### src/eeprom_params.svh
`ifndef EEPROM_PARAMS_SVH
`define EEPROM_PARAMS_SVH

// device type code for serial EEPROMs
// forms the high nibble of every control byte
`define EE_DEVICE_CODE 4'b1010

// CLK cycles per SCL half period
`define EE_SCL_HALF 4

`define EE_REQ_DEPTH 2      // request buffer entries

`endif

### src/eeprom_bus_pkg.sv
package eeprom_bus_pkg;

    // commands from sequencer to bit engine
    typedef enum logic [1:0] {
        CMD_START = 2'd0,
        CMD_STOP  = 2'd1,
        CMD_WRITE = 2'd2,   // byte out, then sample ack
        CMD_READ  = 2'd3    // byte in, then send ack or nack
    } bit_cmd_t;

    typedef enum logic [3:0] {
        S_IDLE,
        S_START,
        S_CTRL_WR,
        S_ADDR,
        S_DATA,
        S_RESTART,
        S_CTRL_RD,
        S_READ,
        S_STOP,
        S_RESPOND
    } seq_state_t;

    typedef enum logic [2:0] {
        B_IDLE,
        B_START,
        B_SHIFT,
        B_ACK,
        B_STOP
    } bit_state_t;

endpackage

### src/eeprom_host_pkg.sv
package eeprom_host_pkg;

    // byte address with block select in the top 3 bits
    typedef logic [10:0] ee_addr_t;

    typedef logic [7:0] ee_byte_t;      // data byte, host side and bus side

endpackage

### src/eeprom_bit_engine.sv
`timescale 1ns/100ps

`include "eeprom_params.svh"

module eeprom_bit_engine (
    input  logic                      CLK,
    input  logic                      RESET,
    input  logic                      cmd_valid,
    output logic                      cmd_ready,
    input  eeprom_bus_pkg::bit_cmd_t  cmd,
    input  eeprom_host_pkg::ee_byte_t cmd_byte,
    input  logic                      cmd_last,
    output logic                      done,
    output logic                      ack_ok,
    output eeprom_host_pkg::ee_byte_t rx_byte,
    output logic                      scl,
    output logic                      sda_oe,
    input  logic                      sda_in
);

    localparam int HALF = `EE_SCL_HALF;

    eeprom_bus_pkg::bit_state_t state;

    logic [7:0]                div_cnt;
    logic                      tick;    // last cycle of a half period
    logic                      mid;     // SDA update or sample point
    logic                      hi;      // 1 in the SCL high half
    logic [2:0]                bit_cnt;
    logic                      rd;
    logic                      last;
    logic                      scl_r;
    logic                      sda_oe_r;
    logic                      done_r;
    eeprom_host_pkg::ee_byte_t shreg;

    assign tick      = (div_cnt == 8'(HALF - 1));
    assign mid       = (div_cnt == 8'(HALF / 2));
    assign cmd_ready = (state == eeprom_bus_pkg::B_IDLE);
    assign scl       = scl_r;
    assign sda_oe    = sda_oe_r;
    assign done      = done_r;
    assign rx_byte   = shreg;

    // write bits echo back from the line, read bits come from the slave
    always_ff @(posedge CLK)
    begin
        if (state == eeprom_bus_pkg::B_IDLE && cmd_valid)
            shreg <= cmd_byte;
        else if (state == eeprom_bus_pkg::B_SHIFT && hi && mid)
            shreg <= {shreg[6:0], sda_in};
    end

    always_ff @(posedge CLK)
    begin
        if (RESET)
        begin
            state    <= eeprom_bus_pkg::B_IDLE;
            div_cnt  <= '0;
            hi       <= 1'b0;
            bit_cnt  <= '0;
            rd       <= 1'b0;
            last     <= 1'b0;
            scl_r    <= 1'b1;   // bus idle
            sda_oe_r <= 1'b0;
            done_r   <= 1'b0;
            ack_ok   <= 1'b0;
        end
        else
        begin
            done_r <= 1'b0;

            if (state != eeprom_bus_pkg::B_IDLE)
            begin
                div_cnt <= tick ? '0 : div_cnt + 1'b1;
                if (tick)
                begin
                    hi    <= ~hi;
                    scl_r <= ~hi;
                end
            end

            case (state)
                eeprom_bus_pkg::B_IDLE:
                    if (cmd_valid)
                    begin
                        div_cnt <= '0;
                        hi      <= 1'b0;
                        bit_cnt <= '0;
                        rd      <= (cmd == eeprom_bus_pkg::CMD_READ);
                        last    <= cmd_last;
                        scl_r   <= 1'b0;    // every command opens with a low half
                        case (cmd)
                            eeprom_bus_pkg::CMD_START: state <= eeprom_bus_pkg::B_START;
                            eeprom_bus_pkg::CMD_STOP:  state <= eeprom_bus_pkg::B_STOP;
                            default:                   state <= eeprom_bus_pkg::B_SHIFT;
                        endcase
                    end
                eeprom_bus_pkg::B_START:
                begin
                    if (mid)
                        sda_oe_r <= hi;     // release, then pull low with SCL high
                    if (hi && tick)
                    begin
                        state  <= eeprom_bus_pkg::B_IDLE;
                        done_r <= 1'b1;
                    end
                end
                eeprom_bus_pkg::B_STOP:
                begin
                    if (mid)
                        sda_oe_r <= ~hi;    // hold low, then release with SCL high
                    if (hi && tick)
                    begin
                        scl_r  <= 1'b1;
                        state  <= eeprom_bus_pkg::B_IDLE;
                        done_r <= 1'b1;
                    end
                end
                eeprom_bus_pkg::B_SHIFT:
                begin
                    if (!hi && mid)
                        sda_oe_r <= rd ? 1'b0 : ~shreg[7];  // MSB first
                    if (hi && tick)
                    begin
                        if (bit_cnt == 3'd7)
                            state <= eeprom_bus_pkg::B_ACK;
                        else
                            bit_cnt <= bit_cnt + 1'b1;
                    end
                end
                eeprom_bus_pkg::B_ACK:
                begin
                    if (!hi && mid)
                        sda_oe_r <= rd && !last;
                    if (hi && mid && !rd)
                        ack_ok <= ~sda_in;
                    if (hi && tick)
                    begin
                        state  <= eeprom_bus_pkg::B_IDLE;
                        done_r <= 1'b1;
                    end
                end
                default:
                    state <= eeprom_bus_pkg::B_IDLE;
            endcase
        end
    end

endmodule

### src/eeprom_ctrl_top.sv
`timescale 1ns/100ps

module eeprom_ctrl_top (
    input  logic                      CLK,
    input  logic                      RESET,
    input  logic                      req_valid,
    output logic                      req_ready,
    input  logic                      req_read,
    input  eeprom_host_pkg::ee_addr_t req_addr,
    input  eeprom_host_pkg::ee_byte_t req_data,
    output logic                      rsp_valid,
    input  logic                      rsp_ready,
    output eeprom_host_pkg::ee_byte_t rsp_data,
    output logic                      rsp_nack,
    output logic                      scl,
    output logic                      sda_oe,
    input  logic                      sda_in
);

    // buffer to sequencer
    logic                      q_valid;
    logic                      q_ready;
    logic                      q_read;
    eeprom_host_pkg::ee_addr_t q_addr;
    eeprom_host_pkg::ee_byte_t q_data;

    // sequencer to bit engine
    logic                      cmd_valid;
    logic                      cmd_ready;
    eeprom_bus_pkg::bit_cmd_t  cmd;
    eeprom_host_pkg::ee_byte_t cmd_byte;
    logic                      cmd_last;
    logic                      done;
    logic                      ack_ok;
    eeprom_host_pkg::ee_byte_t rx_byte;

    eeprom_req_buffer u_buffer (.*);

    eeprom_sequencer u_sequencer (.*);

    eeprom_bit_engine u_bit_engine (.*);

endmodule

### src/eeprom_req_buffer.sv
`timescale 1ns/100ps

`include "eeprom_params.svh"

module eeprom_req_buffer (
    input  logic                      CLK,
    input  logic                      RESET,
    input  logic                      req_valid,
    output logic                      req_ready,
    input  logic                      req_read,
    input  eeprom_host_pkg::ee_addr_t req_addr,
    input  eeprom_host_pkg::ee_byte_t req_data,
    output logic                      q_valid,
    input  logic                      q_ready,
    output logic                      q_read,
    output eeprom_host_pkg::ee_addr_t q_addr,
    output eeprom_host_pkg::ee_byte_t q_data
);

    localparam int DEPTH = `EE_REQ_DEPTH;
    localparam int PW = (DEPTH > 1) ? $clog2(DEPTH) : 1;
    localparam int CW = $clog2(DEPTH + 1);

    logic                      mem_read [DEPTH];
    eeprom_host_pkg::ee_addr_t mem_addr [DEPTH];
    eeprom_host_pkg::ee_byte_t mem_data [DEPTH];

    logic [PW-1:0] wr_ptr;
    logic [PW-1:0] rd_ptr;
    logic [CW-1:0] count;
    logic          push;
    logic          pop;

    assign req_ready = (count != CW'(DEPTH));
    assign q_valid   = (count != '0);
    assign push      = req_valid && req_ready;
    assign pop       = q_valid && q_ready;

    // head entry straight from storage
    assign q_read = mem_read[rd_ptr];
    assign q_addr = mem_addr[rd_ptr];
    assign q_data = mem_data[rd_ptr];

    always_ff @(posedge CLK)
    begin
        if (push)
        begin
            mem_read[wr_ptr] <= req_read;
            mem_addr[wr_ptr] <= req_addr;
            mem_data[wr_ptr] <= req_data;
        end
    end

    always_ff @(posedge CLK)
    begin
        if (RESET)
        begin
            wr_ptr <= '0;
            rd_ptr <= '0;
            count  <= '0;
        end
        else
        begin
            if (push)
                wr_ptr <= (wr_ptr == PW'(DEPTH - 1)) ? '0 : wr_ptr + 1'b1;
            if (pop)
                rd_ptr <= (rd_ptr == PW'(DEPTH - 1)) ? '0 : rd_ptr + 1'b1;
            case ({push, pop})
                2'b10:   count <= count + 1'b1;
                2'b01:   count <= count - 1'b1;
                default: count <= count;    // none, or both at once
            endcase
        end
    end

endmodule

### src/eeprom_sequencer.sv
`timescale 1ns/100ps

`include "eeprom_params.svh"

module eeprom_sequencer (
    input  logic                      CLK,
    input  logic                      RESET,
    input  logic                      q_valid,
    output logic                      q_ready,
    input  logic                      q_read,
    input  eeprom_host_pkg::ee_addr_t q_addr,
    input  eeprom_host_pkg::ee_byte_t q_data,
    output logic                      cmd_valid,
    input  logic                      cmd_ready,
    output eeprom_bus_pkg::bit_cmd_t  cmd,
    output eeprom_host_pkg::ee_byte_t cmd_byte,
    output logic                      cmd_last,
    input  logic                      done,
    input  logic                      ack_ok,
    input  eeprom_host_pkg::ee_byte_t rx_byte,
    output logic                      rsp_valid,
    input  logic                      rsp_ready,
    output eeprom_host_pkg::ee_byte_t rsp_data,
    output logic                      rsp_nack
);

    eeprom_bus_pkg::seq_state_t state;

    logic                      issued;      // command taken, waiting for done
    logic                      cmd_active;
    logic                      cmd_done;
    logic                      ack_fail;
    logic                      nack;
    logic                      lat_read;
    eeprom_host_pkg::ee_addr_t lat_addr;
    eeprom_host_pkg::ee_byte_t lat_data;
    eeprom_host_pkg::ee_byte_t rdata;

    assign q_ready   = (state == eeprom_bus_pkg::S_IDLE);
    assign rsp_valid = (state == eeprom_bus_pkg::S_RESPOND);
    assign rsp_data  = rdata;
    assign rsp_nack  = nack;
    assign cmd_valid = cmd_active && !issued;
    assign cmd_last  = (state == eeprom_bus_pkg::S_READ);   // single byte read ends with nack
    assign cmd_done  = issued && done;
    assign ack_fail  = cmd_done && !ack_ok;

    // command list per state
    always_comb
    begin
        cmd        = eeprom_bus_pkg::CMD_START;
        cmd_byte   = '0;
        cmd_active = 1'b1;
        case (state)
            eeprom_bus_pkg::S_START,
            eeprom_bus_pkg::S_RESTART:
                cmd = eeprom_bus_pkg::CMD_START;
            eeprom_bus_pkg::S_CTRL_WR:
            begin
                cmd      = eeprom_bus_pkg::CMD_WRITE;
                cmd_byte = {`EE_DEVICE_CODE, lat_addr[10:8], 1'b0};
            end
            eeprom_bus_pkg::S_ADDR:
            begin
                cmd      = eeprom_bus_pkg::CMD_WRITE;
                cmd_byte = lat_addr[7:0];
            end
            eeprom_bus_pkg::S_DATA:
            begin
                cmd      = eeprom_bus_pkg::CMD_WRITE;
                cmd_byte = lat_data;
            end
            eeprom_bus_pkg::S_CTRL_RD:
            begin
                cmd      = eeprom_bus_pkg::CMD_WRITE;
                cmd_byte = {`EE_DEVICE_CODE, lat_addr[10:8], 1'b1};
            end
            eeprom_bus_pkg::S_READ:
                cmd = eeprom_bus_pkg::CMD_READ;
            eeprom_bus_pkg::S_STOP:
                cmd = eeprom_bus_pkg::CMD_STOP;
            default:
                cmd_active = 1'b0;
        endcase
    end

    always_ff @(posedge CLK)
    begin
        if (state == eeprom_bus_pkg::S_IDLE && q_valid)
        begin
            lat_read <= q_read;
            lat_addr <= q_addr;
            lat_data <= q_data;
            rdata    <= '0;     // writes and failed reads answer zero
        end
        else if (state == eeprom_bus_pkg::S_READ && cmd_done)
            rdata <= rx_byte;
    end

    always_ff @(posedge CLK)
    begin
        if (RESET)
        begin
            state  <= eeprom_bus_pkg::S_IDLE;
            issued <= 1'b0;
            nack   <= 1'b0;
        end
        else
        begin
            if (cmd_valid && cmd_ready)
                issued <= 1'b1;
            else if (cmd_done)
                issued <= 1'b0;

            if (ack_fail && cmd == eeprom_bus_pkg::CMD_WRITE)    // only written bytes get an ack
                nack <= 1'b1;

            case (state)
                eeprom_bus_pkg::S_IDLE:
                    if (q_valid)
                    begin
                        nack  <= 1'b0;
                        state <= eeprom_bus_pkg::S_START;
                    end
                eeprom_bus_pkg::S_START:
                    if (cmd_done)
                        state <= eeprom_bus_pkg::S_CTRL_WR;
                eeprom_bus_pkg::S_CTRL_WR:
                    if (ack_fail)
                        state <= eeprom_bus_pkg::S_STOP;
                    else if (cmd_done)
                        state <= eeprom_bus_pkg::S_ADDR;
                eeprom_bus_pkg::S_ADDR:
                    if (ack_fail)
                        state <= eeprom_bus_pkg::S_STOP;
                    else if (cmd_done)
                        state <= lat_read ? eeprom_bus_pkg::S_RESTART
                                          : eeprom_bus_pkg::S_DATA;
                eeprom_bus_pkg::S_DATA:
                    if (cmd_done)
                        state <= eeprom_bus_pkg::S_STOP;    // nack flagged above
                eeprom_bus_pkg::S_RESTART:
                    if (cmd_done)
                        state <= eeprom_bus_pkg::S_CTRL_RD;
                eeprom_bus_pkg::S_CTRL_RD:
                    if (ack_fail)
                        state <= eeprom_bus_pkg::S_STOP;
                    else if (cmd_done)
                        state <= eeprom_bus_pkg::S_READ;
                eeprom_bus_pkg::S_READ:
                    if (cmd_done)
                        state <= eeprom_bus_pkg::S_STOP;
                eeprom_bus_pkg::S_STOP:
                    if (cmd_done)
                        state <= eeprom_bus_pkg::S_RESPOND;
                eeprom_bus_pkg::S_RESPOND:
                    if (rsp_ready)
                        state <= eeprom_bus_pkg::S_IDLE;
                default:
                    state <= eeprom_bus_pkg::S_IDLE;
            endcase
        end
    end

endmodule

### config.mk
export PLATFORM = sky130hd
export DESIGN_NAME = eeprom_ctrl_top
export DESIGN_NICKNAME = d
export VERILOG_FILES = /design/src/eeprom_bus_pkg.sv /design/src/eeprom_host_pkg.sv /design/src/eeprom_bit_engine.sv /design/src/eeprom_ctrl_top.sv /design/src/eeprom_req_buffer.sv /design/src/eeprom_sequencer.sv
export VERILOG_INCLUDE_DIRS = /design/src
export SDC_FILE = /design/constraint.sdc
export NUM_CORES = 1
export LEC_CHECK = 0
export BUFFER_PORTS_ARGS = -buffer_cell sky130_fd_sc_hd__buf_4
export CELL_PAD_IN_SITES_DETAIL_PLACEMENT = 1
export CELL_PAD_IN_SITES_GLOBAL_PLACEMENT = 1
export CORE_MARGIN = 3
export CORE_UTILIZATION = 49
export CTS_CLUSTER_SIZE = 12
export DETAILED_ROUTE_END_ITERATION = 8
export GPL_ROUTABILITY_DRIVEN = 0
export GPL_TIMING_DRIVEN = 0
export MAX_ROUTING_LAYER = met4
export PLACE_DENSITY = 0.78
export SYNTH_ARGS = -nofsm -noshare
export SYNTH_HDL_FRONTEND = slang
export SYNTH_HIERARCHICAL = 1
export SYNTH_SLANG_ARGS = --single-unit
### constraint.sdc
create_clock -name CLK -period 2.8 [get_ports CLK]
set_input_delay 0 -clock CLK [delete_from_list [all_inputs] [get_ports CLK]]
set_output_delay 0 -clock CLK [all_outputs]
set_load 0.02 [all_outputs]
# Yosys cells after proc, flatten, opt, wreduce, memory -nomap -nowiden
# Memories as Yosys holds them, arrays and structs flattened. A register that Yosys moved wholly into a read port is not among the register bits.
# Cells that the tools add are included.
# word_totals
reg_bits	47
n_memories	3
ramBits	40
wordCells	171
# classes
muxes	59
n_addsub	6
bitwise_logic	4
n_reduce_logical	41
eq_ne	40
# mem_list
memory	words	width	read_ports	rd_ports_with_merged_regs	write_ports	line_no	text
u_buffer.mem_addr	2	11	1	1	1	eeprom_req_buffer.sv:25	eeprom_host_pkg::ee_addr_t mem_addr [DEPTH];
u_buffer.mem_data	2	8	1	1	1	eeprom_req_buffer.sv:26	eeprom_host_pkg::ee_byte_t mem_data [DEPTH];
u_buffer.mem_read	2	1	1	1	1	eeprom_req_buffer.sv:24	logic mem_read [DEPTH];
# op_table
cell	count
$mux 4	12
$mux 8	6
$pmux 4 s9	1
$pmux 8 s4	1
$mux 1	25
$ne 2x1->1 const B	11
$mux 3	7
$eq 4x3->1 const B	4
$eq 8x2->1 const B	2
$logic_and 1x1->1	15
$pmux 3 s2	2
$ne 2x2->1 const B	5
$reduce_bool 2->1	5
$ne 3x1->1 const B	3
$pmux 3 s3	1
$reduce_and 9->1	1
$add 8x1->8 const B	1
$eq 4x2->1 const B	2
$eq 4x4->1 const B	2
$reduce_and 4->1	2
$reduce_or 8->1	1
$eq 2x2->1 const B	3
$eq 3x2->1 const B	2
$eq 3x3->1 const B	2
23 further kinds	34

# Depth between registers and ports, before layout
# Gate-level depths: netlist of run 1.
# logic_depth
ltp_word	8
ltp_mapped	9
depth_no_buf	7

# Cells and area by module
# Netlist of run 1, hierarchy kept.
# modules_own_cells
mod	n_inst	cells_each	area_per_inst_um2
eeprom_req_buffer	1	86	1659.1
eeprom_bit_engine	1	160	1569.0
eeprom_sequencer	1	128	1472.7

# Least setup slack after synthesis of run 1
# OpenSTA, ideal clock, no wires.
# synth_timing
path_type	flip-flop to flip-flop
from	reg u_sequencer.state[0]
to	reg u_bit_engine.shreg[0] (netlist: u_bit_engine/rx_byte[0]), data pin
path_stages_with_launch	9
arrival_time_ns	1.992
n_path_buf	2
setup_ns	0.260
slack_ns	0.549
cell_sequence	dfxtp_1 -> buf_6 -> nor3_1 -> xor2_1 -> nor2_1 -> nand2b_1 -> nor3_1 -> buf_2 -> mux2_2
# synth_between
elab_chain_len	6
# synth_rtl
element	line_no	text
start, declared	eeprom_sequencer.sv:27	eeprom_bus_pkg::seq_state_t state;
start signal, assigned	eeprom_sequencer.sv:104	state <= eeprom_bus_pkg::S_IDLE;
start signal, assigned	eeprom_sequencer.sv:123	state <= eeprom_bus_pkg::S_START;
start signal, assigned	eeprom_sequencer.sv:127	state <= eeprom_bus_pkg::S_CTRL_WR;
$eq 4x1->1 (tied with other cells)	eeprom_sequencer.sv:54	case (state)
$reduce_or 8->1 (no line) *	n/a	
$mux 1 *	eeprom_sequencer.sv:54	
$logic_and 1x1->1 *	eeprom_sequencer.sv:43	assign cmd_valid = cmd_active && !issued;
named net cmd_valid	eeprom_ctrl_top.sv:28	logic cmd_valid;
$logic_and 1x1->1 *	eeprom_bit_engine.sv:48	if (state == eeprom_bus_pkg::B_IDLE && cmd_valid)
$mux 8 *	eeprom_bit_engine.sv:48	
end signal, assigned	eeprom_bit_engine.sv:49	shreg <= cmd_byte;
end signal, assigned	eeprom_bit_engine.sv:51	shreg <= {shreg[6:0], sda_in};
end, declared	eeprom_bit_engine.sv:35	eeprom_host_pkg::ee_byte_t shreg;
# The timed path passes the listed nets; every way through them passes the cells marked *.
# A chain may end at the register's enable or synchronous reset.

# Worst setup path after layout of run 1
# layout_timing
from	reg u_sequencer.state[2]
to	reg u_bit_engine.shreg[4] (netlist: u_bit_engine/rx_byte[4]), data pin
# The elaborated chain is that of the path after synthesis.

==> out/metrics.yaml, run 1 <==
run_status:
  status: "finished clean"
synthesis:
  yosys.area.top_type: "edfxtp_1"
  netlist_instances: 374
  ys_ff_latch: 108
  synth_flop_cell: "edfxtp_1"
  yosysMostFrequentCell: "edfxtp_1"
  synth_nets: 405
  synthTopCellsByCount: "edfxtp_1 (68), dfxtp_1 (40), nor2_1 (32)"
  ys_seq_area_frac: 0.6047
  synth_edf_count: 68
  synthTopCellsByArea: "edfxtp_1 (43%), dfxtp_1 (17%), mux2_2 (6.7%), mux2i_1 (2.8%), nor2_1 (2.6%)"
  synth_area_sq_um: 4701
  synthArstFlopShare: 0
  synth.distinct_cells: 63
  netlist.area_leader.share: 0.4344
  yosys_warnings: 6
  avgSynthCellArea_sq_um: 12.57
timing:
  fin_tns_setup_ns: 0
  skew_ns: 0.01966
  relSlewSlack: 0.2369
  fin_crit_ns: 2.599
  fmax_mhz: 384.7
  period_share: 0.9283
  rsz0062_at_grt: "false"
  setup_viol_count_final: 0
  slew_violations: 0
  finalHoldViolations: 0
  tightest_slew_ns: 1.134
floorplan:
  die_h_microns: 103.9
  num_rows: 35
  initial_core_util: 0.5063
  die_x_microns: 103.9
  placeableCoreArea_sq_um: 9284
  dieArea_sq_um: 10800
  io_pins: 38
cells_and_area:
  fin_area_sq_um: 5565
  regArea_sq_um: 2843
  multi_input_area_sq_um: 1717
  syn_to_final_growth_pct: 18.39
  final_nets: 476
  fillerInstances: 951
  fin_cells: 579
  n_antenna_cell: 0
  drive_above_1_share: 0.2356
critical_path:
  end_kind: "register"
  cp_max_fo: 10
  cp.required_ns: 2.92
  r2r_start: "u_sequencer/state[2]"
  critPathLaunch: "u_sequencer/state[2]"
  crit_type: "register to register"
  worstPathArrival_ns: 2.72
  crit_path_start_kind: "register"
drt:
  vias_per_cell: 5.592
  drt_iter0_drc: 152
  wl_per_cell_microns: 18.39
  antenna_left: 0
  vias: 3238
  wirelength_microns: 10650
  firstDrtPassIters: 4
  drcViolationCount: 0
clocking:
  cts_tree: "done"
  clk_latency_ns: 0.38
  htree_levels: 3
  cts.clk_slew.worst_paths_ns: 0.12
  clk_path_buf_depth: 2
  cts_made_buffers: 9
  cts.sinks: 108
  cts-root-buf: "clkbuf_8"
pwr:
  pwr-share-clk: 0.207
  p_total_mw: 4.448
  sequentialPowerShare: 0.505
  ir_drop_mv: 0.5271
  p_switching_mw: 1.467
  leakagePower_nw: 2.029
  p_int_mw: 2.981
  p_per_area_nw_per_um2: 799.2
  pwr-share-comb: 0.288
  switching_share: 0.3298
min_path:
  hold_class: "primary input to register"
  min-delay-start: "rsp_ready"
global_routing:
  grt-ovfl-total: 0
  grt_pass1_wl_microns: 18110
  grt.total_usage: 0.2166
  grt_max_degree: 30
  first_global_vias: 3480
  antenna_found_initial: 0
placement:
  dp_hpwl_microns: 6739
  portBuffers: 37
  dpl_cell_area_sq_um: 5140
  dp.cells: 540
flow_run:
  maxCapViolCount: 0
-- routing by layer --
metal,vias up,GRT usage,share of wire
li1,1558,-,-
met1,1621,0.2488,0.43
met2,47,0.3895,0.54
met3,12,0.04469,0.025
met4,0,0.05128,0.013
met5,-,-,0
-- cell usage in the layout, fill, tap and decap left out, types with 3 or more instances in the layout --
master         instances
a22o_1                 3
a222oi_1               3
and3_1                 7
nand4b_1               3
or3_1                  4
nor2b_1                4
nor4_1                 4
a31oi_1                4
nand2b_1               8
mux2i_1               13
ha_1                   6
nand3b_1               5
nor3_1                 8
clkbuf_8               9
edfxtp_1              68
xnor2_1                4
nand2_1               14
a21oi_1               21
nor2_1                31
mux2_2                28
o21ai_0                5
clkbuf_1               8
buf_6                  3
buf_2                  9
nor3b_1                5
buf_4                 37
dfxtp_1               40
nand3_1                4
inv_1                 11
dlygate4sd3_1         23
-- worst paths after layout --
kind                                                 to  slack [ns]  cells after the start
worst min register to register  u_sequencer/rsp_data[7]        0.51                      2
worst max register to register  u_bit_engine/rx_byte[4]        0.20                      8
worst max-delay path            u_bit_engine/rx_byte[4]        0.20                      8
worst min-delay path               u_sequencer/state[3]        0.13                      4
-- cells by family after synthesis --
kind of cell | count (synthesis) | synth area share
mux | 41 | 0.09475
xor+xnor | 6 | 0.01118
fa+ha+maj | 6 | 0.01597
buf+inv | 31 | 0.03194
flops | 108 | 0.6047
compound gates | 67 | 0.1033
simple gates | 115 | 0.1381
-- final cells by class --
cell class / instances / share of cell area
flip-flops and latches: 108 / 0.5108
multi-input cells: 235 / 0.3085
repair buffers: 60 / 0.09128
well taps: 129 / 0.02900
clock buffers: 10 / 0.02293
plain buffers: 19 / 0.01888
clock inverters: 6 / 0.01057
inverters: 12 / 0.008094
-- critical path, cell delays in order (launching register included) --
cell	delay, ns
dfxtp_1	0.32
buf_2	0.18
nor3_2	0.23
xor2_1	0.14
nor2_2	0.27
nand2b_1	0.22
nor3_1	0.28
buf_2	0.32
mux2_2	0.37
-- stage by stage --
step	worst slack, ns	hold WS [ns]	utilization
finish	0.2007	0.1253	0.5995
global placement	-0.02552	0.1844	0.5536
CTS	0.00004774	0.1029	0.5988
floorplan	0.5486	0.06907	-
global route	0.03133	0.1784	0.5995
detailed placement	-0.08175	0.1877	0.5536
-- repair_timing --
action                                 CTS  global route
resized for setup                        1             2
setup endpoints to repair               15            15
hold buffers                            23             0
buffers inserted                         0             0
endpoints found under the hold margin   53             0
-- power groups by stage --
stage | Sequential, mW | Combinational (mW) | Clock, mW
after floorplan | 2.22 | 0.943 | 0
after global placement | 2.25 | 1.20 | 0
after detailed placement | 2.27 | 1.24 | 0
after CTS | 2.24 | 1.28 | 0.944
after global routing | 2.28 | 1.42 | 1.01
final | 2.25 | 1.28 | 0.920
-- sequential cells by signal (all words and copies together), names as in the netlist, 2 cells and up, named ones only --
signal                cells
u_sequencer/lat_data      8
u_bit_engine/div_cnt      8
u_buffer/mem_read         2
u_buffer/mem_data        16
u_buffer/count            2
u_bit_engine/state        3
u_sequencer/lat_addr     11
u_bit_engine/rx_byte      8
u_sequencer/rsp_data      8
u_sequencer/state         4
u_bit_engine/bit_cnt      3
u_buffer/mem_addr        22
No activity file was read; power rests on OpenSTA's default activity.
==> run 2, diff against run 1 <==
ABC_AREA = 1   (was unset)
BUFFER_PORTS_ARGS = unset   (was -buffer_cell sky130_fd_sc_hd__buf_4)
CORE_UTILIZATION = 50   (was 49)
DONT_BUFFER_PORTS = 1   (was unset)
PLACE_DENSITY = 0.77   (was 0.78)
==> run 2 against run 1 <==
Clock skew shrank 0.0062 ns. Sequential power grew 5%. Flip-flop and latch count is the same. First-iteration DRC count grew 7.9%. Total power grew 20%. Sequential share of layout area shrank 0.22 points. Setup slack gained 0.50 ns. Combinational power grew 55%. Critical endpoint is now u_bit_engine/rx_byte[6]. Largest cell class unchanged.
==> out/metrics.yaml, run 2 <==
placement:
  portBuffers: 0  # was 37
  dpl_cell_area_sq_um: 5151  # was 5140 sq um
  dp_hpwl_microns: 7616  # was 6739 microns
timing:
  skew_ns: 0.01343  # was 0.01966 ns
  relSlewSlack: 0.4548  # was 0.2369
  fmax_mhz: 475.2  # was 384.7 MHz
  period_share: 0.7515  # was 0.9283
  slew_violations: 0  # unchanged
  fin_tns_setup_ns: 0  # unchanged
  setup_viol_count_final: 0  # unchanged
  finalHoldViolations: 0  # unchanged
  tightest_slew_ns: 0.8159  # was 1.134 ns
  rsz0062_at_grt: "false"  # unchanged
  fin_crit_ns: 2.104  # was 2.599 ns
global_routing:
  grt_pass1_wl_microns: 20390  # was 18110 microns
  antenna_found_initial: 0  # unchanged
  grt_max_degree: 30  # unchanged
  grt-ovfl-total: 0  # unchanged
  grt.total_usage: 0.2417  # was 0.2166
  first_global_vias: 3813  # was 3480
synthesis:
  ys_seq_area_frac: 0.5737  # was 0.6047
  netlist_instances: 494  # was 374
  synthTopCellsByArea: "edfxtp_1 (41%), dfxtp_1 (16%), nand2_1 (9.5%), mux2_4 (6.1%), nor2_1 (3.6%)"  # was edfxtp_1 (43%), dfxtp_1 (17%), mux2_2 (6.7%), mux2i_1 (2.8%), nor2_1 (2.6%)
  yosys_warnings: 6  # unchanged
  avgSynthCellArea_sq_um: 10.03  # was 12.57 sq um
  yosys.area.top_type: "edfxtp_1"  # unchanged
  synthTopCellsByCount: "nand2_1 (125), edfxtp_1 (68), nor2_1 (47)"  # was edfxtp_1 (68), dfxtp_1 (40), nor2_1 (32)
  ys_ff_latch: 108  # unchanged
  synth_nets: 525  # was 405
  synth_area_sq_um: 4955  # was 4701 sq um
  yosysMostFrequentCell: "nand2_1"  # was edfxtp_1
  synth_flop_cell: "edfxtp_1"  # unchanged
  synth.distinct_cells: 35  # was 63
  synth_edf_count: 68  # unchanged
  synthArstFlopShare: 0  # unchanged
  netlist.area_leader.share: 0.4121  # was 0.4344
cells_and_area:
  n_antenna_cell: 0  # unchanged
  fillerInstances: 1022  # was 951
  layout_common_cells: "nand2_1 (125), edfxtp_1 (68), nor2_1 (45)"  # was edfxtp_1 (68), dfxtp_1 (40), buf_4 (37)
  drive_above_1_share: 0.1794  # was 0.2356
  syn_to_final_growth_pct: 12.80  # was 18.39%
  fin_area_sq_um: 5589  # was 5565 sq um
  top_regs: "u_buffer/mem_addr (22), u_buffer/mem_data (16), u_sequencer/lat_addr (11)"  # unchanged
  final_common_cell: "nand2_1"  # was edfxtp_1
  largest_reg_flops: 22  # unchanged
  final_nets: 561  # was 476
  largest-register: "u_buffer/mem_addr"  # unchanged
pwr:
  sequentialPowerShare: 0.443  # was 0.505
  pwr-share-clk: 0.187  # was 0.207
  leakagePower_nw: 2.208  # was 2.029 nW
  p_switching_mw: 2.149  # was 1.467 mW
  pwr-share-comb: 0.370  # was 0.288
  ir_drop_mv: 0.5302  # was 0.5271 mV
  p_per_area_nw_per_um2: 954.6  # was 799.2 nW/um^2
  switching_share: 0.4027  # was 0.3298
  p_int_mw: 3.187  # was 2.981 mW
floorplan:
  dieArea_sq_um: 11140  # was 10800 sq um
  num_rows: 35  # unchanged
  io_pins: 38  # unchanged
  die_h_microns: 105.5  # was 103.9 microns
  placeableCoreArea_sq_um: 9415  # was 9284 sq um
  initial_core_util: 0.5262  # was 0.5063
  die_x_microns: 105.5  # was 103.9 microns
clocking:
  htree_levels: 3  # unchanged
  cts.clk_slew.worst_paths_ns: 0.12  # about the same
  cts-root-buf: "clkbuf_8"  # unchanged
  cts_tree: "done"  # unchanged
  cts_made_buffers: 9  # unchanged
  cts.repair.resized: 0  # was 1
  clk_path_buf_depth: 2  # unchanged
  clk_latency_ns: 0.37  # was 0.38 ns
  cts.sinks: 108  # unchanged
critical_path:
  crit_path_start_kind: "register"  # unchanged
  end_kind: "register"  # unchanged
  worstPathArrival_ns: 2.14  # was 2.72 ns
  cp.required_ns: 2.83  # was 2.92 ns
  cp_max_fo: 10  # unchanged
  crit_type: "register to register"  # unchanged
run_status:
  status: "finished clean"  # unchanged
drt:
  firstDrtPassIters: 4  # unchanged
  drt_iter0_drc: 164  # was 152
  vias: 3655  # was 3238
  drcViolationCount: 0  # unchanged
  wirelength_microns: 12580  # was 10650 microns
  wl_per_cell_microns: 18.94  # was 18.39 microns
  vias_per_cell: 5.505  # was 5.592
  antenna_left: 0  # unchanged
min_path:
  hold_class: "primary input to register"  # unchanged
flow_run:
  maxCapViolCount: 0  # unchanged
run 2: cell count changes after synthesis, moves of 8 or more:
cell,change
inv_1,+22
nor2_1,+15
nand4_1,+14
nand2b_1,-8
inv_2,+12
mux2_4,+20
nand3_1,+25
mux2_2,-28
buf_2,-8
mux2i_1,-13
nand2_2,+8
nand2_1,+111
run 2: power groups by stage:
| stage | combinational (mW) | clock (mW) | sequential (mW) |
|---|---|---|---|
| global route | 2.17 | 1.08 | 2.39 |
| CTS | 1.89 | 0.984 | 2.34 |
| floorplan | 1.45 | 0 | 2.32 |
| finish | 1.98 | 0.996 | 2.36 |
| global placement | 1.74 | 0 | 2.35 |
| detailed placement | 1.84 | 0 | 2.38 |
run 2: through the flow:
stage / instances / utilization / hold WS, ns / setup slack (ns) / power, mW
2_1_floorplan: 494 / - / 0.06907 / 0.8957 / 3.765
3_3_place_gp: 623 / 0.5434 / 0.07037 / 0.4748 / 4.096
3_5_place_dp: 625 / 0.5471 / 0.07442 / 0.5700 / 4.218
4_1_cts: 664 / 0.5931 / 0.04060 / 0.5324 / 5.212
5_1_grt: 664 / 0.5936 / 0.06279 / 0.5753 / 5.647
6_report: 664 / 0.5936 / 0.05768 / 0.6958 / 5.336
run 2: worst max-delay path, cell delays in order, from the launching register on:
cell	delay, ns
dfxtp_1	0.51
nor2_2	0.12
nand2_2	0.16
inv_2	0.09
nor3_2	0.31
nand2_4	0.11
buf_6	0.16
nand2_1	0.31
run 2: timing repair:
| item | CTS | global route |
|---|---|---|
| endpoints found under the hold margin | 55 | 0 |
| hold buffers | 23 | 0 |
| setup buffers | 0 | 0 |
run 2: cells by family (layout without fill, tap and decap cells):
family	after synthesis	after routing	synth area share
buffers and inverters	58	99	0.05530
AND/OR/NAND/NOR	251	251	0.2354
AO/OA/AOI/OAI	51	51	0.05985
multiplexers	20	20	0.06061
flip-flops	108	108	0.5737
adder cells (fa/ha/maj)	6	6	0.01515
run 2: path summary, 6_finish.rpt:
| path | start | endpoint | slack [ns] | cells past startpoint |
|---|---|---|---|---|
| max | u_sequencer/state[1] | u_bit_engine/rx_byte[6] | 0.70 | 7 |
| max reg2reg | u_sequencer/state[1] | u_bit_engine/rx_byte[6] | 0.70 | 7 |
| min | rsp_ready | u_sequencer/state[2] | 0.06 | 4 |
| min reg2reg | u_bit_engine/last | u_bit_engine/last | 0.48 | 2 |
run 2: cell type report:
type	count	area, sq um	share of cell area
sequential	108	2843	0.5086
inverter	48	190.2	0.03403
tap	129	161.4	0.02888
multi-input combinational	328	1848	0.3306
clock inverter	7	78.83	0.01410
timing repair buffer	25	260.3	0.04656
buffer	10	83.83	0.01500
clock buffer	9	123.9	0.02216
run 2: per-layer routing:
metal | vias up | global-route usage | share of wire
met5 | - | - | 0
met4 | 0 | 0.1018 | 0.037
met3 | 35 | 0.04103 | 0.032
met2 | 76 | 0.4212 | 0.52
met1 | 1812 | 0.2757 | 0.41
li1 | 1732 | - | -
==> run 3, diff against run 2 <==
CORE_UTILIZATION = 45   (was 50)
PLACE_DENSITY = 0.73   (was 0.77)
clock period = 1.8 ns   (was 2.8 ns; I/O delays follow)
==> run 3 against run 2 <==
Maximum frequency increased by 25%. Non-clock buffer count increased by 5. Via count decreased by 5.2%.
==> out/metrics.yaml, run 3 (same netlist as run 2, synthesis figures left out) <==
global_routing:
  grt_max_degree: 30  # unchanged
  grt.met3_usage: 0.04094  # was 0.04103
  grtUsageMet2: 0.3645  # was 0.4212
  grt_pass1_wl_microns: 19150  # was 20390 microns
  use_met1: 0.2145  # was 0.2757
  grt.total_usage: 0.1991  # was 0.2417
  first_global_vias: 3891  # was 3813
  gr-max-usage-layer: "met2"  # unchanged
  antenna_found_initial: 0  # unchanged
  grt-ovfl-total: 0  # unchanged
min_path:
  min-delay-start: "rsp_ready"  # unchanged
  whs_endpoint: "u_sequencer/state[1]"  # was u_sequencer/state[2]
  hold_class: "primary input to register"  # unchanged
  holdPathStages: 4  # unchanged
cells_and_area:
  final_common_cell: "nand2_1"  # unchanged
  drive_above_1_share: 0.2074  # was 0.1794
  n_antenna_cell: 0  # unchanged
  largest-register: "u_buffer/mem_addr"  # unchanged
  syn_to_final_growth_pct: 15.00  # was 12.80%
  layout_common_cells: "nand2_1 (124), edfxtp_1 (68), nor2_1 (43)"  # was nand2_1 (125), edfxtp_1 (68), nor2_1 (45)
  multi_input_area_sq_um: 1892  # was 1848 sq um
  largest_reg_flops: 22  # unchanged
  fin_cells: 676  # was 664
  regArea_sq_um: 2853  # was 2843 sq um
  top_regs: "u_buffer/mem_addr (22), u_buffer/mem_data (16), u_sequencer/lat_addr (11)"  # unchanged
  final_nets: 566  # was 561
  fillerInstances: 1153  # was 1022
drt:
  drcViolationCount: 0  # unchanged
  vias_per_cell: 5.127  # was 5.505
  wirelength_microns: 11300  # was 12580 microns
  firstDrtPassIters: 4  # unchanged
  wl_per_cell_microns: 16.72  # was 18.94 microns
  antenna_left: 0  # unchanged
  vias: 3466  # was 3655
  drt_iter0_drc: 202  # was 164
placement:
  dp_hpwl_microns: 7520  # was 7616 microns
  dp_slack_ns: -0.3747  # was 0.5700 ns
  dp.cells: 632  # was 625
  portBuffers: 0  # unchanged
timing:
  period_share: 0.9387  # was 0.7515
  rsz0062_at_grt: "true"  # was false
  slew_violations: 0  # unchanged
  setup_slack_ns: 0.1104  # was 0.6958 ns
  tightest_slew_ns: 0.7202  # was 0.8159 ns
  fin_tns_setup_ns: 0  # unchanged
  skew_ns: 0.008350  # was 0.01343 ns
  relSlewSlack: 0.5188  # was 0.4548
  whs_ns: 0.07838  # was 0.05768 ns
  finalHoldViolations: 0  # unchanged
  setup_viol_count_final: 0  # unchanged
  fin_crit_ns: 1.690  # was 2.104 ns
  fmax_mhz: 591.9  # was 475.2 MHz
clocking:
  cts_made_buffers: 9  # unchanged
  cts.sinks: 108  # unchanged
  clk_path_buf_depth: 2  # unchanged
  cts-root-buf: "clkbuf_8"  # unchanged
  htree_levels: 3  # unchanged
  cts.clk_slew.worst_paths_ns: 0.11  # was 0.12 ns
  clk_latency_ns: 0.37  # about the same
  cts_tree: "done"  # unchanged
critical_path:
  crit_slowest_cell: "dfxtp_1"  # unchanged
  worstRegToRegCells: 7  # unchanged
  worstPathArrival_ns: 1.77  # was 2.14 ns
  r2r-end: "u_bit_engine/rx_byte[3]"  # was u_bit_engine/rx_byte[6]
  end_kind: "register"  # unchanged
  r2r_start: "u_sequencer/state[2]"  # was u_sequencer/state[1]
  cp_cell_sequence: "nor2_2 > nand2_2 > inv_4 > nor3_4 > nand2_4 > buf_6 > nand2_2"  # was nor2_2 > nand2_2 > inv_2 > nor3_2 > nand2_4 > buf_6 > nand2_1
  cp.required_ns: 1.88  # was 2.83 ns
  regToRegSetupSlack_ns: 0.11  # was 0.70 ns
  cp_max_fo: 10  # unchanged
  crit_path_start_kind: "register"  # unchanged
  path_common_cell: "nand2_2"
  critPathMaxStageDelay_ns: 0.43  # was 0.51 ns
  crit_type: "register to register"  # unchanged
floorplan:
  die_x_microns: 110.9  # was 105.5 microns
  initial_core_util: 0.4715  # was 0.5262
  io_pins: 38  # unchanged
  die_h_microns: 110.9  # was 105.5 microns
  num_rows: 37  # was 35
  dieArea_sq_um: 12310  # was 11140 sq um
  placeableCoreArea_sq_um: 10510  # was 9415 sq um
pwr:
  ir_drop_mv: 1.071  # was 0.5302 mV
  p_per_area_nw_per_um2: 1450  # was 954.6 nW/um^2
  leakagePower_nw: 2.248  # was 2.208 nW
flow_run:
  maxCapViolCount: 0  # unchanged
run_status:
  status: "finished clean"  # unchanged
==> run 3: cell count changes in the layout (fill, tap and decap cells not counted), moves of 2 or more <==
cell      previous run  this run
dfxtp_2              0         5
nor2_4               6         8
inv_6                5         1
buf_4                0         5
dfxtp_1             40        34
ha_1                 6         4
inv_8                1         3
clkinv_4             1         3
nor2_1              45        43
==> run 3: worst max-delay path: cells and delay by family (launching register included) <==
| family | cells | cell delay [ns] |
|---|---|---|
| buffers and inverters | 2 | 0.22 |
| DFF | 1 | 0.43 |
| and+or+nand+nor | 5 | 0.76 |
==> run 3: stage by stage <==
stage | util | total power [mW] | cell area, sq um
floorplan | - | 5.856 | 4955
global placement | 0.4877 | 6.369 | 5125
detailed placement | 0.4910 | 6.552 | 5160
CTS | 0.5351 | 8.202 | 5623
global route | 0.5422 | 8.842 | 5698
finish | 0.5422 | 8.261 | 5698
==> run 3: layout make-up <==
cell class / instances / share of cell area
Tap cell: 136 / 0.02986
Buffer: 10 / 0.01471
Timing Repair Buffer: 30 / 0.05226
Multi-Input combinational cell: 328 / 0.3320
Inverter: 48 / 0.03382
Clock buffer: 10 / 0.02240
Clock inverter: 6 / 0.01427
Sequential cell: 108 / 0.5007
==> run 3: report_power, final <==
part	switching (mW)	internal, mW
Combinational	1.90	1.12
Clock	0.882	0.679
Sequential	0.332	3.34
Total	3.12	5.14
==> run 3: routing by layer <==
metal,share of wire,wire length (microns),vias to the layer above
li1,-,-,1738
met3,0.026,294,17
met5,0,0,-
met4,0.019,220,0
met2,0.55,6206,58
met1,0.41,4580,1653
==> run 3: repair_timing <==
action                                  in CTS  in global routing
setup buffers                                0                  5
endpoints found under the hold margin       55                  0
endpoints found under the setup margin      43                 40
pin swaps                                    0                  4
hold buffers                                23                  0
gates resized for setup                      7                 12
==> run 3: worst max path at each step <==
stage                                 start                 endpoint  slack [ns]  cells after the start
finish                 u_sequencer/state[2]  u_bit_engine/rx_byte[3]        0.11                      7
floorplan                 u_buffer/count[0]  u_buffer/mem_addr[1][0]       -0.10                      4
global route        u_bit_engine/div_cnt[3]    u_bit_engine/state[1]       -0.01                     10
global placement          u_buffer/count[0]  u_buffer/mem_data[1][3]       -0.51                      4
detailed placement     u_sequencer/state[0]  u_sequencer/lat_addr[5]       -0.37                      3
CTS                    u_sequencer/state[3]  u_bit_engine/rx_byte[3]       0.003                      7
